## config.mk

```make
export PLATFORM = sky130hd
export DESIGN_NAME = lsu_dram_top
export DESIGN_NICKNAME = d
export VERILOG_FILES = /design/src/mem_op_pkg.sv /design/src/dram_slot_pkg.sv /design/src/lsu_work_if.sv /design/src/access_decode.sv /design/src/dram_slot_exec.sv /design/src/load_result.sv /design/src/lsu_dram_top.sv
export SDC_FILE = /design/constraint.sdc
export NUM_CORES = 1
export LEC_CHECK = 0
export ABC_CLOCK_PERIOD_IN_PS = 6500
export BUFFER_PORTS_ARGS = -buffer_cell sky130_fd_sc_hd__buf_4
export CORE_ASPECT_RATIO = 1.2
export CORE_MARGIN = 1
export CORE_UTILIZATION = 50
export DETAILED_ROUTE_END_ITERATION = 16
export PLACE_DENSITY_LB_ADDON = 0.3
export SYNTH_ARGS = -nofsm -noshare
export SYNTH_HDL_FRONTEND = slang
export SYNTH_SLANG_ARGS = --single-unit
```

## constraint.sdc

```tcl
create_clock -name clk_i -period 6.5 [get_ports clk_i]
set_input_delay 0.325 -clock clk_i [delete_from_list [all_inputs] [get_ports clk_i]]
set_output_delay 0.325 -clock clk_i [all_outputs]
set_load 0.005 [all_outputs]
```

## src/mem_op_pkg.sv

```systemverilog
// Memory opcode definitions

package mem_op_pkg;

	// ==================================================
	// Opcodes as seen on the request port
	// ==================================================
	typedef enum logic [3:0] {
		OP_LB,
		OP_LBU,
		OP_LH,
		OP_LHU,
		OP_LW,
		OP_SB,
		OP_SH,
		OP_SW
	} mem_op_t;

	// Fault code returned with every result
	typedef enum logic [1:0] {
		FLT_NONE,
		FLT_ALN,
		FLT_BUS
	} mem_fault_t;

	// Access size in bytes
	function automatic logic [2:0] fn_size(mem_op_t op);
		case (op)
			OP_LB, OP_LBU, OP_SB: return 3'd1;
			OP_LH, OP_LHU, OP_SH: return 3'd2;
			default: return 3'd4;
		endcase
	endfunction

	// Opcode writes memory
	function automatic logic fn_is_store(mem_op_t op);
		return op inside {OP_SB, OP_SH, OP_SW};
	endfunction

endpackage

```

## src/dram_slot_pkg.sv

```systemverilog
// Memory slot definitions

package dram_slot_pkg;
	import mem_op_pkg::*;

	// Widest tag the read beat can carry
	localparam int BEAT_TAG_W = 8;

	// ==================================================
	// Slot state machine
	// ==================================================
	typedef enum logic [2:0] {
		SLOT_AVAIL,
		SLOT_ACTIVE,
		SLOT_DELAY,
		SLOT_ACTIVE2,
		SLOT_DELAY2
	} slot_state_t;

	// Finished access handed from execute to result
	typedef struct packed {
		logic [BEAT_TAG_W-1:0] tag;
		mem_op_t               op;
		// Byte lane of the first byte
		logic [1:0]            shift;
		logic                  two_beat;
		mem_fault_t            fault;
		// Raw words as read from the bus
		logic [31:0]           hi_word;
		logic [31:0]           lo_word;
	} rd_beat_t;

endpackage

```

## src/lsu_work_if.sv

```systemverilog
// Decode to execute work item
`timescale 1ns/100ps

interface lsu_work_if import mem_op_pkg::*; #(
	parameter int ADDR_W = 16,
	parameter int TAG_W  = 4
) ();
	// Handshake
	logic              valid;
	logic              ready;
	// Request identity
	mem_op_t           op;
	logic [TAG_W-1:0]  tag;
	// Word addresses for both beats
	logic [ADDR_W-1:0] addr_lo;
	logic [ADDR_W-1:0] addr_hi;
	// Lane strobes and lane data per beat
	logic [3:0]        strb_lo;
	logic [3:0]        strb_hi;
	logic [31:0]       wdata_lo;
	logic [31:0]       wdata_hi;
	// Load merge info and early fault
	logic [1:0]        shift;
	logic              two_beat;
	mem_fault_t        fault;

	modport src (
		output valid, op, tag, addr_lo, addr_hi, strb_lo, strb_hi,
		output wdata_lo, wdata_hi, shift, two_beat, fault,
		input  ready
	);

	modport dst (
		input  valid, op, tag, addr_lo, addr_hi, strb_lo, strb_hi,
		input  wdata_lo, wdata_hi, shift, two_beat, fault,
		output ready
	);

endinterface

```

## src/access_decode.sv

```systemverilog
// Request decode stage
`timescale 1ns/100ps

module access_decode import mem_op_pkg::*; #(
	parameter int ADDR_W = 16,
	parameter int TAG_W  = 4
) (
	input  logic              clk_i,
	input  logic              rst_i,
	input  logic              req_valid_i,
	output logic              req_ready_o,
	input  mem_op_t           req_op_i,
	input  logic [ADDR_W-1:0] req_addr_i,
	input  logic [31:0]       req_wdata_i,
	input  logic [TAG_W-1:0]  req_tag_i,
	lsu_work_if.src           work
);
	logic              init_done;
	logic              accept;
	logic [3:0]        size_mask;
	logic [7:0]        strb_wide;
	logic [63:0]       data_wide;
	logic [ADDR_W-1:0] word_lo;
	logic [ADDR_W-1:0] word_hi;
	logic              page_cross;

	// ==================================================
	// Request handshake
	// ==================================================
	// Ready when the register is empty or draining and never in the first cycle out of reset
	assign req_ready_o = init_done && (!work.valid || work.ready);
	assign accept      = req_valid_i && req_ready_o;

	// Unshifted byte mask
	always_comb begin
		case (fn_size(req_op_i))
			3'd1:    size_mask = 4'b0001;
			3'd2:    size_mask = 4'b0011;
			default: size_mask = 4'b1111;
		endcase
	end

	// Strobes and data over two words
	assign strb_wide = {4'b0000, size_mask} << req_addr_i[1:0];
	assign data_wide = {32'd0, req_wdata_i} << {req_addr_i[1:0], 3'b000};

	// Word addresses and 4 KiB page check
	assign word_lo    = {req_addr_i[ADDR_W-1:2], 2'b00};
	assign word_hi    = word_lo + ADDR_W'(4);
	assign page_cross = word_hi[ADDR_W-1:12] != word_lo[ADDR_W-1:12];

	// ==================================================
	// Work register
	// ==================================================
	always_ff @(posedge clk_i) begin
		if (rst_i) begin
			init_done  <= 1'b0;
			work.valid <= 1'b0;
		end else begin
			init_done <= 1'b1;
			if (accept)
				work.valid <= 1'b1;
			else if (work.ready)
				work.valid <= 1'b0;
		end
	end

	// Payload fields load only on accept
	always_ff @(posedge clk_i) begin
		if (accept) begin
			work.op       <= req_op_i;
			work.tag      <= req_tag_i;
			work.addr_lo  <= word_lo;
			work.addr_hi  <= word_hi;
			work.strb_lo  <= strb_wide[3:0];
			work.strb_hi  <= strb_wide[7:4];
			work.wdata_lo <= data_wide[31:0];
			work.wdata_hi <= data_wide[63:32];
			work.shift    <= req_addr_i[1:0];
			work.two_beat <= |strb_wide[7:4];
			// Straddle into the next page faults before any bus traffic
			work.fault    <= (|strb_wide[7:4] && page_cross) ? FLT_ALN : FLT_NONE;
		end
	end

	// Every item handed to execute has a first-beat lane and strobes for the whole access
	a_strb_lo: assert property (@(posedge clk_i) disable iff (rst_i)
		work.valid |-> work.strb_lo != 4'b0000 &&
			$countones({work.strb_hi, work.strb_lo}) == int'(fn_size(work.op)));

endmodule

```

## src/dram_slot_exec.sv

```systemverilog
// Memory slot bus engine
`timescale 1ns/100ps

module dram_slot_exec import mem_op_pkg::*, dram_slot_pkg::*; #(
	parameter int ADDR_W = 16,
	parameter int TAG_W  = 4
) (
	input  logic              clk_i,
	input  logic              rst_i,
	lsu_work_if.dst           work,
	// AXI4-Lite write channels
	output logic              awvalid_o,
	input  logic              awready_i,
	output logic [ADDR_W-1:0] awaddr_o,
	output logic [2:0]        awprot_o,
	output logic              wvalid_o,
	input  logic              wready_i,
	output logic [31:0]       wdata_o,
	output logic [3:0]        wstrb_o,
	input  logic              bvalid_i,
	output logic              bready_o,
	input  logic [1:0]        bresp_i,
	// AXI4-Lite read channels
	output logic              arvalid_o,
	input  logic              arready_i,
	output logic [ADDR_W-1:0] araddr_o,
	output logic [2:0]        arprot_o,
	input  logic              rvalid_i,
	output logic              rready_o,
	input  logic [31:0]       rdata_i,
	input  logic [1:0]        rresp_i,
	// To result stage
	output logic              rd_valid_o,
	output rd_beat_t          rd_beat_o,
	input  logic              rd_ready_i
);
	slot_state_t       state;
	logic              store_in;
	logic              is_store;
	logic [ADDR_W-1:0] bus_addr;
	logic [ADDR_W-1:0] addr_hi_q;
	logic [3:0]        strb_hi_q;
	logic [31:0]       wdata_hi_q;
	logic              beat_done;
	logic              beat_err;
	rd_beat_t          beat_q;

	assign store_in   = fn_is_store(work.op);
	assign work.ready = state == SLOT_AVAIL;

	// Responses are always accepted, only one beat is ever outstanding
	assign bready_o = 1'b1;
	assign rready_o = 1'b1;
	assign awprot_o = 3'b000;
	assign arprot_o = 3'b000;
	assign awaddr_o = bus_addr;
	assign araddr_o = bus_addr;

	// Last handshake of the current beat
	assign beat_done = (state == SLOT_ACTIVE || state == SLOT_ACTIVE2) &&
		(is_store ? bvalid_i : rvalid_i);
	assign beat_err  = is_store ? bresp_i != 2'b00 : rresp_i != 2'b00;

	assign rd_valid_o = state == SLOT_DELAY2;
	assign rd_beat_o  = beat_q;

	// ==================================================
	// Slot state machine
	// ==================================================
	always_ff @(posedge clk_i) begin
		if (rst_i) begin
			state     <= SLOT_AVAIL;
			awvalid_o <= 1'b0;
			wvalid_o  <= 1'b0;
			arvalid_o <= 1'b0;
		end else begin
			// Each valid drops after its own handshake
			if (awready_i)
				awvalid_o <= 1'b0;
			if (wready_i)
				wvalid_o <= 1'b0;
			if (arready_i)
				arvalid_o <= 1'b0;
			case (state)
				SLOT_AVAIL:
					if (work.valid) begin
						if (work.fault != FLT_NONE) begin
							// Page cross goes straight to result
							state <= SLOT_DELAY2;
						end else begin
							state     <= SLOT_ACTIVE;
							awvalid_o <= store_in;
							wvalid_o  <= store_in;
							arvalid_o <= !store_in;
						end
					end
				SLOT_ACTIVE:
					if (beat_done)
						state <= beat_q.two_beat ? SLOT_DELAY : SLOT_DELAY2;
				SLOT_DELAY: begin
					// Launch the hi word beat
					state     <= SLOT_ACTIVE2;
					awvalid_o <= is_store;
					wvalid_o  <= is_store;
					arvalid_o <= !is_store;
				end
				SLOT_ACTIVE2:
					if (beat_done)
						state <= SLOT_DELAY2;
				SLOT_DELAY2:
					if (rd_ready_i)
						state <= SLOT_AVAIL;
				default:
					state <= SLOT_AVAIL;
			endcase
		end
	end

	// ==================================================
	// Beat payload
	// ==================================================
	always_ff @(posedge clk_i) begin
		case (state)
			SLOT_AVAIL:
				if (work.valid) begin
					is_store        <= store_in;
					bus_addr        <= work.addr_lo;
					wstrb_o         <= work.strb_lo;
					wdata_o         <= work.wdata_lo;
					addr_hi_q       <= work.addr_hi;
					strb_hi_q       <= work.strb_hi;
					wdata_hi_q      <= work.wdata_hi;
					beat_q.tag      <= BEAT_TAG_W'(work.tag);
					beat_q.op       <= work.op;
					beat_q.shift    <= work.shift;
					beat_q.two_beat <= work.two_beat;
					beat_q.fault    <= work.fault;
					beat_q.lo_word  <= 32'd0;
					beat_q.hi_word  <= 32'd0;
				end
			SLOT_ACTIVE, SLOT_ACTIVE2:
				if (beat_done) begin
					// Any error sticks, the other beat still runs
					if (beat_err)
						beat_q.fault <= FLT_BUS;
					if (!is_store && state == SLOT_ACTIVE)
						beat_q.lo_word <= rdata_i;
					if (!is_store && state == SLOT_ACTIVE2)
						beat_q.hi_word <= rdata_i;
				end
			SLOT_DELAY: begin
				// Move to the high word
				bus_addr <= addr_hi_q;
				wstrb_o  <= strb_hi_q;
				wdata_o  <= wdata_hi_q;
			end
			default: ;
		endcase
	end

	// AXI valids hold until their handshake
	property p_valid_hold(logic vld, logic rdy);
		@(posedge clk_i) disable iff (rst_i) vld && !rdy |=> vld;
	endproperty
	a_aw_hold: assert property (p_valid_hold(awvalid_o, awready_i));
	a_w_hold:  assert property (p_valid_hold(wvalid_o, wready_i));
	a_ar_hold: assert property (p_valid_hold(arvalid_o, arready_i));

	// New work only lands on an idle slot with a quiet bus
	a_accept_idle: assert property (@(posedge clk_i) disable iff (rst_i)
		work.valid && work.ready |->
			state == SLOT_AVAIL && !awvalid_o && !wvalid_o && !arvalid_o);

endmodule

```

## src/load_result.sv

```systemverilog
// Load result formatter
`timescale 1ns/100ps

module load_result import mem_op_pkg::*, dram_slot_pkg::*; #(
	parameter int TAG_W = 4
) (
	input  logic             clk_i,
	input  logic             rst_i,
	input  logic             rd_valid_i,
	input  rd_beat_t         rd_beat_i,
	output logic             rd_ready_o,
	output logic             resp_valid_o,
	input  logic             resp_ready_i,
	output logic [TAG_W-1:0] resp_tag_o,
	output logic [31:0]      resp_data_o,
	output mem_fault_t       resp_exc_o
);
	logic [63:0] merged;
	logic [31:0] load_val;

	// Empty or draining
	assign rd_ready_o = !resp_valid_o || resp_ready_i;

	// Both words, first byte moved down to lane 0
	assign merged = {rd_beat_i.hi_word, rd_beat_i.lo_word} >> {rd_beat_i.shift, 3'b000};

	// Size and extension per opcode, stores give zero
	always_comb begin
		case (rd_beat_i.op)
			OP_LB:   load_val = {{24{merged[7]}}, merged[7:0]};
			OP_LBU:  load_val = {24'd0, merged[7:0]};
			OP_LH:   load_val = {{16{merged[15]}}, merged[15:0]};
			OP_LHU:  load_val = {16'd0, merged[15:0]};
			OP_LW:   load_val = merged[31:0];
			default: load_val = 32'd0;
		endcase
		// Faulted accesses carry no data
		if (rd_beat_i.fault != FLT_NONE)
			load_val = 32'd0;
	end

	// ==================================================
	// One-entry output register
	// ==================================================
	always_ff @(posedge clk_i) begin
		if (rst_i)
			resp_valid_o <= 1'b0;
		else if (rd_valid_i && rd_ready_o)
			resp_valid_o <= 1'b1;
		else if (resp_ready_i)
			resp_valid_o <= 1'b0;
	end

	always_ff @(posedge clk_i) begin
		if (rd_valid_i && rd_ready_o) begin
			resp_tag_o  <= rd_beat_i.tag[TAG_W-1:0];
			resp_data_o <= load_val;
			resp_exc_o  <= rd_beat_i.fault;
		end
	end

endmodule

```

## src/lsu_dram_top.sv

```systemverilog
// Load/store memory slot
`timescale 1ns/100ps

module lsu_dram_top import mem_op_pkg::*, dram_slot_pkg::*; #(
	parameter int ADDR_W = 16,
	parameter int TAG_W  = 4
) (
	input  logic              clk_i,
	input  logic              rst_i,
	// Request port
	input  logic              req_valid_i,
	output logic              req_ready_o,
	input  mem_op_t           req_op_i,
	input  logic [ADDR_W-1:0] req_addr_i,
	input  logic [31:0]       req_wdata_i,
	input  logic [TAG_W-1:0]  req_tag_i,
	// Result port
	output logic              resp_valid_o,
	input  logic              resp_ready_i,
	output logic [TAG_W-1:0]  resp_tag_o,
	output logic [31:0]       resp_data_o,
	output mem_fault_t        resp_exc_o,
	// AXI4-Lite master
	output logic              awvalid_o,
	input  logic              awready_i,
	output logic [ADDR_W-1:0] awaddr_o,
	output logic [2:0]        awprot_o,
	output logic              wvalid_o,
	input  logic              wready_i,
	output logic [31:0]       wdata_o,
	output logic [3:0]        wstrb_o,
	input  logic              bvalid_i,
	output logic              bready_o,
	input  logic [1:0]        bresp_i,
	output logic              arvalid_o,
	input  logic              arready_i,
	output logic [ADDR_W-1:0] araddr_o,
	output logic [2:0]        arprot_o,
	input  logic              rvalid_i,
	output logic              rready_o,
	input  logic [31:0]       rdata_i,
	input  logic [1:0]        rresp_i
);
	// Execute to result
	logic     rd_valid;
	logic     rd_ready;
	rd_beat_t rd_beat;

	lsu_work_if #(.ADDR_W(ADDR_W), .TAG_W(TAG_W)) work0 ();

	access_decode #(.ADDR_W(ADDR_W), .TAG_W(TAG_W)) decode0 (
		.clk_i(clk_i), .rst_i(rst_i),
		.req_valid_i(req_valid_i), .req_ready_o(req_ready_o),
		.req_op_i(req_op_i), .req_addr_i(req_addr_i),
		.req_wdata_i(req_wdata_i), .req_tag_i(req_tag_i),
		.work(work0.src)
	);

	dram_slot_exec #(.ADDR_W(ADDR_W), .TAG_W(TAG_W)) exec0 (
		.clk_i(clk_i), .rst_i(rst_i), .work(work0.dst),
		.awvalid_o(awvalid_o), .awready_i(awready_i), .awaddr_o(awaddr_o),
		.awprot_o(awprot_o), .wvalid_o(wvalid_o), .wready_i(wready_i),
		.wdata_o(wdata_o), .wstrb_o(wstrb_o), .bvalid_i(bvalid_i),
		.bready_o(bready_o), .bresp_i(bresp_i), .arvalid_o(arvalid_o),
		.arready_i(arready_i), .araddr_o(araddr_o), .arprot_o(arprot_o),
		.rvalid_i(rvalid_i), .rready_o(rready_o), .rdata_i(rdata_i),
		.rresp_i(rresp_i),
		.rd_valid_o(rd_valid), .rd_beat_o(rd_beat), .rd_ready_i(rd_ready)
	);

	load_result #(.TAG_W(TAG_W)) result0 (
		.clk_i(clk_i), .rst_i(rst_i),
		.rd_valid_i(rd_valid), .rd_beat_i(rd_beat), .rd_ready_o(rd_ready),
		.resp_valid_o(resp_valid_o), .resp_ready_i(resp_ready_i),
		.resp_tag_o(resp_tag_o), .resp_data_o(resp_data_o),
		.resp_exc_o(resp_exc_o)
	);

endmodule

```

==> impl_metrics.csv <==
group,metric,value,unit
layout,postLayoutCellArea,15640,sq um
floorplan,num_rows,63,
worst_setup_path,critPathMaxFanout,64,
cts,ctsHtreeMaxLevel,1,
synthesis,syn_area_per_cell,15.24,sq um
layout,seq_area,9249,sq um
synthesis,synth_top_area_share,70.94,%
sta,period_needed,3.003,ns
synthesis,ys_top_cells_by_area,"edfxtp_1, mux2_1, mux2i_1, and2_1, buf_4",
synthesis,synth_compound_area_share,5.178,%
power_and_ir_drop,switchingPower,0.8764,mW
power_and_ir_drop,power_density,269.9,nW/um^2
worst_setup_path,crit_path_end_kind,"register",
cts,numCtsBuffers,30,
sta,slew_violations,0,
synthesis,synthAdderAreaFrac,0.1958,%
synthesis,async_flop_share,0,%
placement,place_ws,3.514,ns
synthesis,synthFlopType,"edfxtp_1",
sta,finClkSkew,0.01678,ns
sta,tns,0,ns
worst_setup_path,critPathTopFamily,"buffers and inverters",
routing,post-route-drc-count,0,
layout,final_cell_mix,"edfxtp_1, buf_4, mux2i_1, mux2_1, nor2_1",
synthesis,yosys_warnings,0,
sta,final_hold_viol_count,0,
floorplan,core-area,24910,sq um
placement,gp_congestion,0.8104,
cts,worst_skew_pair.late_latency,0.55,ns
power_and_ir_drop,switching_share,20.77,%
placement,port_buffers,207,
worst_setup_path,crit_top_cell,"buf_4",
cts,cts.path.max_buffers,3,
cts,clk_pin_slew,0.06,ns
power_and_ir_drop,internal_power,3.343,mW
routing,via_count,7339,
synthesis,netlist_area,12780,sq um
routing,ant_nets,0,
synthesis,synthDistinctLibCells,50,
synthesis,synthMuxAreaShare,9.974,%
placement,post-place-cells,1323,
floorplan,initial_utilization,51.32,%
cts,clock-root-buffer,"clkbuf_16",
routing,vias_per_cell,5.257,
layout,area_growth,22.31,%
worst_setup_path,start_kind,"register",
synthesis,synth_largest_area_cell,"edfxtp_1",
layout,fin_nets,1155,
synthesis,synth_xor_area_share,0.8222,%
floorplan,die_h,177.2,um
synthesis,synth.yosys.seq_area_share,72.35,%
routing,routed_wl,24.38,mm
sta,fin_crit_sh,46.19,%
layout,n_antenna_cell,0,
layout,multiInputGateArea,3208,sq um
sta,holdWs,0.02727,ns
placement,dp_hpwl,15.77,mm
global_routing,grt_pass1_wl,37.44,mm
sta,slew_headroom,29.37,%
synthesis,synth-simple-area-share,8.261,%
layout,final_core_utilization,62.77,%
layout,fill_cells,1897,
sta,report.final.setup_viol,0,
layout,drive_gt1_share,26.89,%
global_routing,grt_max_degree,68,
power_and_ir_drop,seqPwrFrac,55.0,%
worst_setup_path,path_class,"register to register",
sta,tightestPinTransition,1.055,ns
worst_setup_path,path_buf_inv,2,
sta,finalWorstSetupSlack,3.497,ns
global_routing,gr-total-overflow,0,
cts,cts_tree,"done",
run_status,run_status,"finished clean",
cts,cts_sinks,311,
sta,timing.fmax,0.3331,GHz
sta,rsz0062_at_grt,"false",
synthesis,synth_top_family_by_area,"multiplexers",
hold_path,hold_path_class,"input pin to register",
floorplan,dieArea,26210,sq um
cts,cts.repair.resized,0,
layout,mostFrequentLayoutCell,"edfxtp_1",
routing,first_pass_iters,5,
routing,drt_iter0_drc,304,
worst_setup_path,cp_data_required_time,6.68,ns
layout,instances_no_fill,1396,
global_routing,grt_pass1_vias,7402,
job,cap_viol_max_count,0,
power_and_ir_drop,power_leakage,5.815,nW
power_and_ir_drop,vdd_drop_max,0.2152,mV
global_routing,grtUsageTotal,18.47,%
floorplan,die_x,148.0,um
worst_setup_path,arrival,3.18,ns
synthesis,synth-edff-count,302,
worst_setup_path,slowest_delay,0.74,ns
worst_setup_path,critPathSlowestCell,"buf_4",
floorplan,io_pins,220,
global_routing,antenna_found_initial,0,
synthesis,synth-seq-cells,311,
power_and_ir_drop,clkPwrFrac,38.1,%
power_and_ir_drop,total_power,4.220,mW
synthesis,synthCells,839,
worst_setup_path,crit_chain,"or2_1 > o21ai_1 > nor2b_4 > buf_4 > buf_4",
power_and_ir_drop,p_comb_share,7.0,%
placement,placed_cell_area,14520,sq um
routing,wl_per_cell,17.46,um
logic make-up after synthesis:
family	after synthesis
DFF	311
and+or+nand+nor	209
muxes	119
AOI/OAI and AO/OA	108
buffers and inverters	76
xor gates and xnor gates	12
adders and majority gates	2
other	2
power by group through the flow:
stage,combinational (mW),sequential [mW],clock [mW]
floorplan,0.157,2.36,0
global placement,0.280,2.36,0
detailed placement,0.286,2.36,0
CTS,0.298,2.32,1.64
global route,0.323,2.33,1.72
finish,0.294,2.32,1.61
path summary, 6_finish.rpt:
check / start / endpoint / slack (ns) / depth (start not counted)
max: exec0.state[2] / decode0.work.wdata_hi[12] / 3.50 / 5
min: req_addr_i[2] / decode0.work.addr_lo[2] / 0.03 / 1
max reg2reg: exec0.state[2] / decode0.work.wdata_hi[12] / 3.50 / 5
min reg2reg: decode0.work.addr_hi[13] / exec0.addr_hi_q[13] / 0.42 / 0
state kept, by name, summed over array words and instances, names as in the netlist, 3 cells and up:
| register | count |
|---|---|
| exec0.araddr_o | 14 |
| decode0.work.strb_hi | 3 |
| exec0.addr_hi_q | 14 |
| decode0.work.addr_lo | 14 |
| decode0.work.wdata_hi | 24 |
| exec0.state | 3 |
| decode0.work.tag | 4 |
| exec0.wdata_hi_q | 24 |
| exec0.wdata_o | 32 |
| result0.resp_data_o | 32 |
| result0.resp_tag_o | 4 |
| decode0.work.wdata_lo | 32 |
| decode0.work.strb_lo | 4 |
| decode0.work.addr_hi | 14 |
| decode0.work.op | 4 |
| exec0.strb_hi_q | 3 |
| exec0.wstrb_o | 4 |
| exec0.rd_beat_o | 69 |
what timing repair did:
| action | in CTS | in global routing |
|---|---|---|
| hold endpoints to repair | 24 | 0 |
| hold buffers | 22 | 0 |
| setup buffers | 0 | 0 |
cells in the mapped netlist, types with 8 or more instances:
master      n
a21oi_1    31
o211ai_1    8
mux2_2     17
a22o_1      8
clkbuf_1   24
nand2_1    47
nand3_1     8
mux2_1     50
o21ai_1    28
a21oi_2     8
edfxtp_1  302
nor2_1     51
o21ai_0    13
buf_4      27
nor2b_1    20
dfxtp_1     9
buf_2      14
and2_1     42
mux2i_1    52
or2_1       8
and3_1     11
final cells by class:
type                    count  area share (%)
flip-flops and latches    311           59.15
multi-input cells         462           20.52
repair buffers            238           11.78
clock buffers              40           5.242
well taps                 325           2.601
clock inverters            11          0.4882
inverters                   9          0.2161
per-layer routing:
layer,global-route usage (%),vias to the layer above,part of all wire (%)
met5,0,-,0
met4,6.186,0,2.5
met3,3.531,51,6.4
met2,34.64,243,54
met1,20.84,3543,37
li1,-,3502,-
No activity file was read; power rests on OpenSTA's default activity.
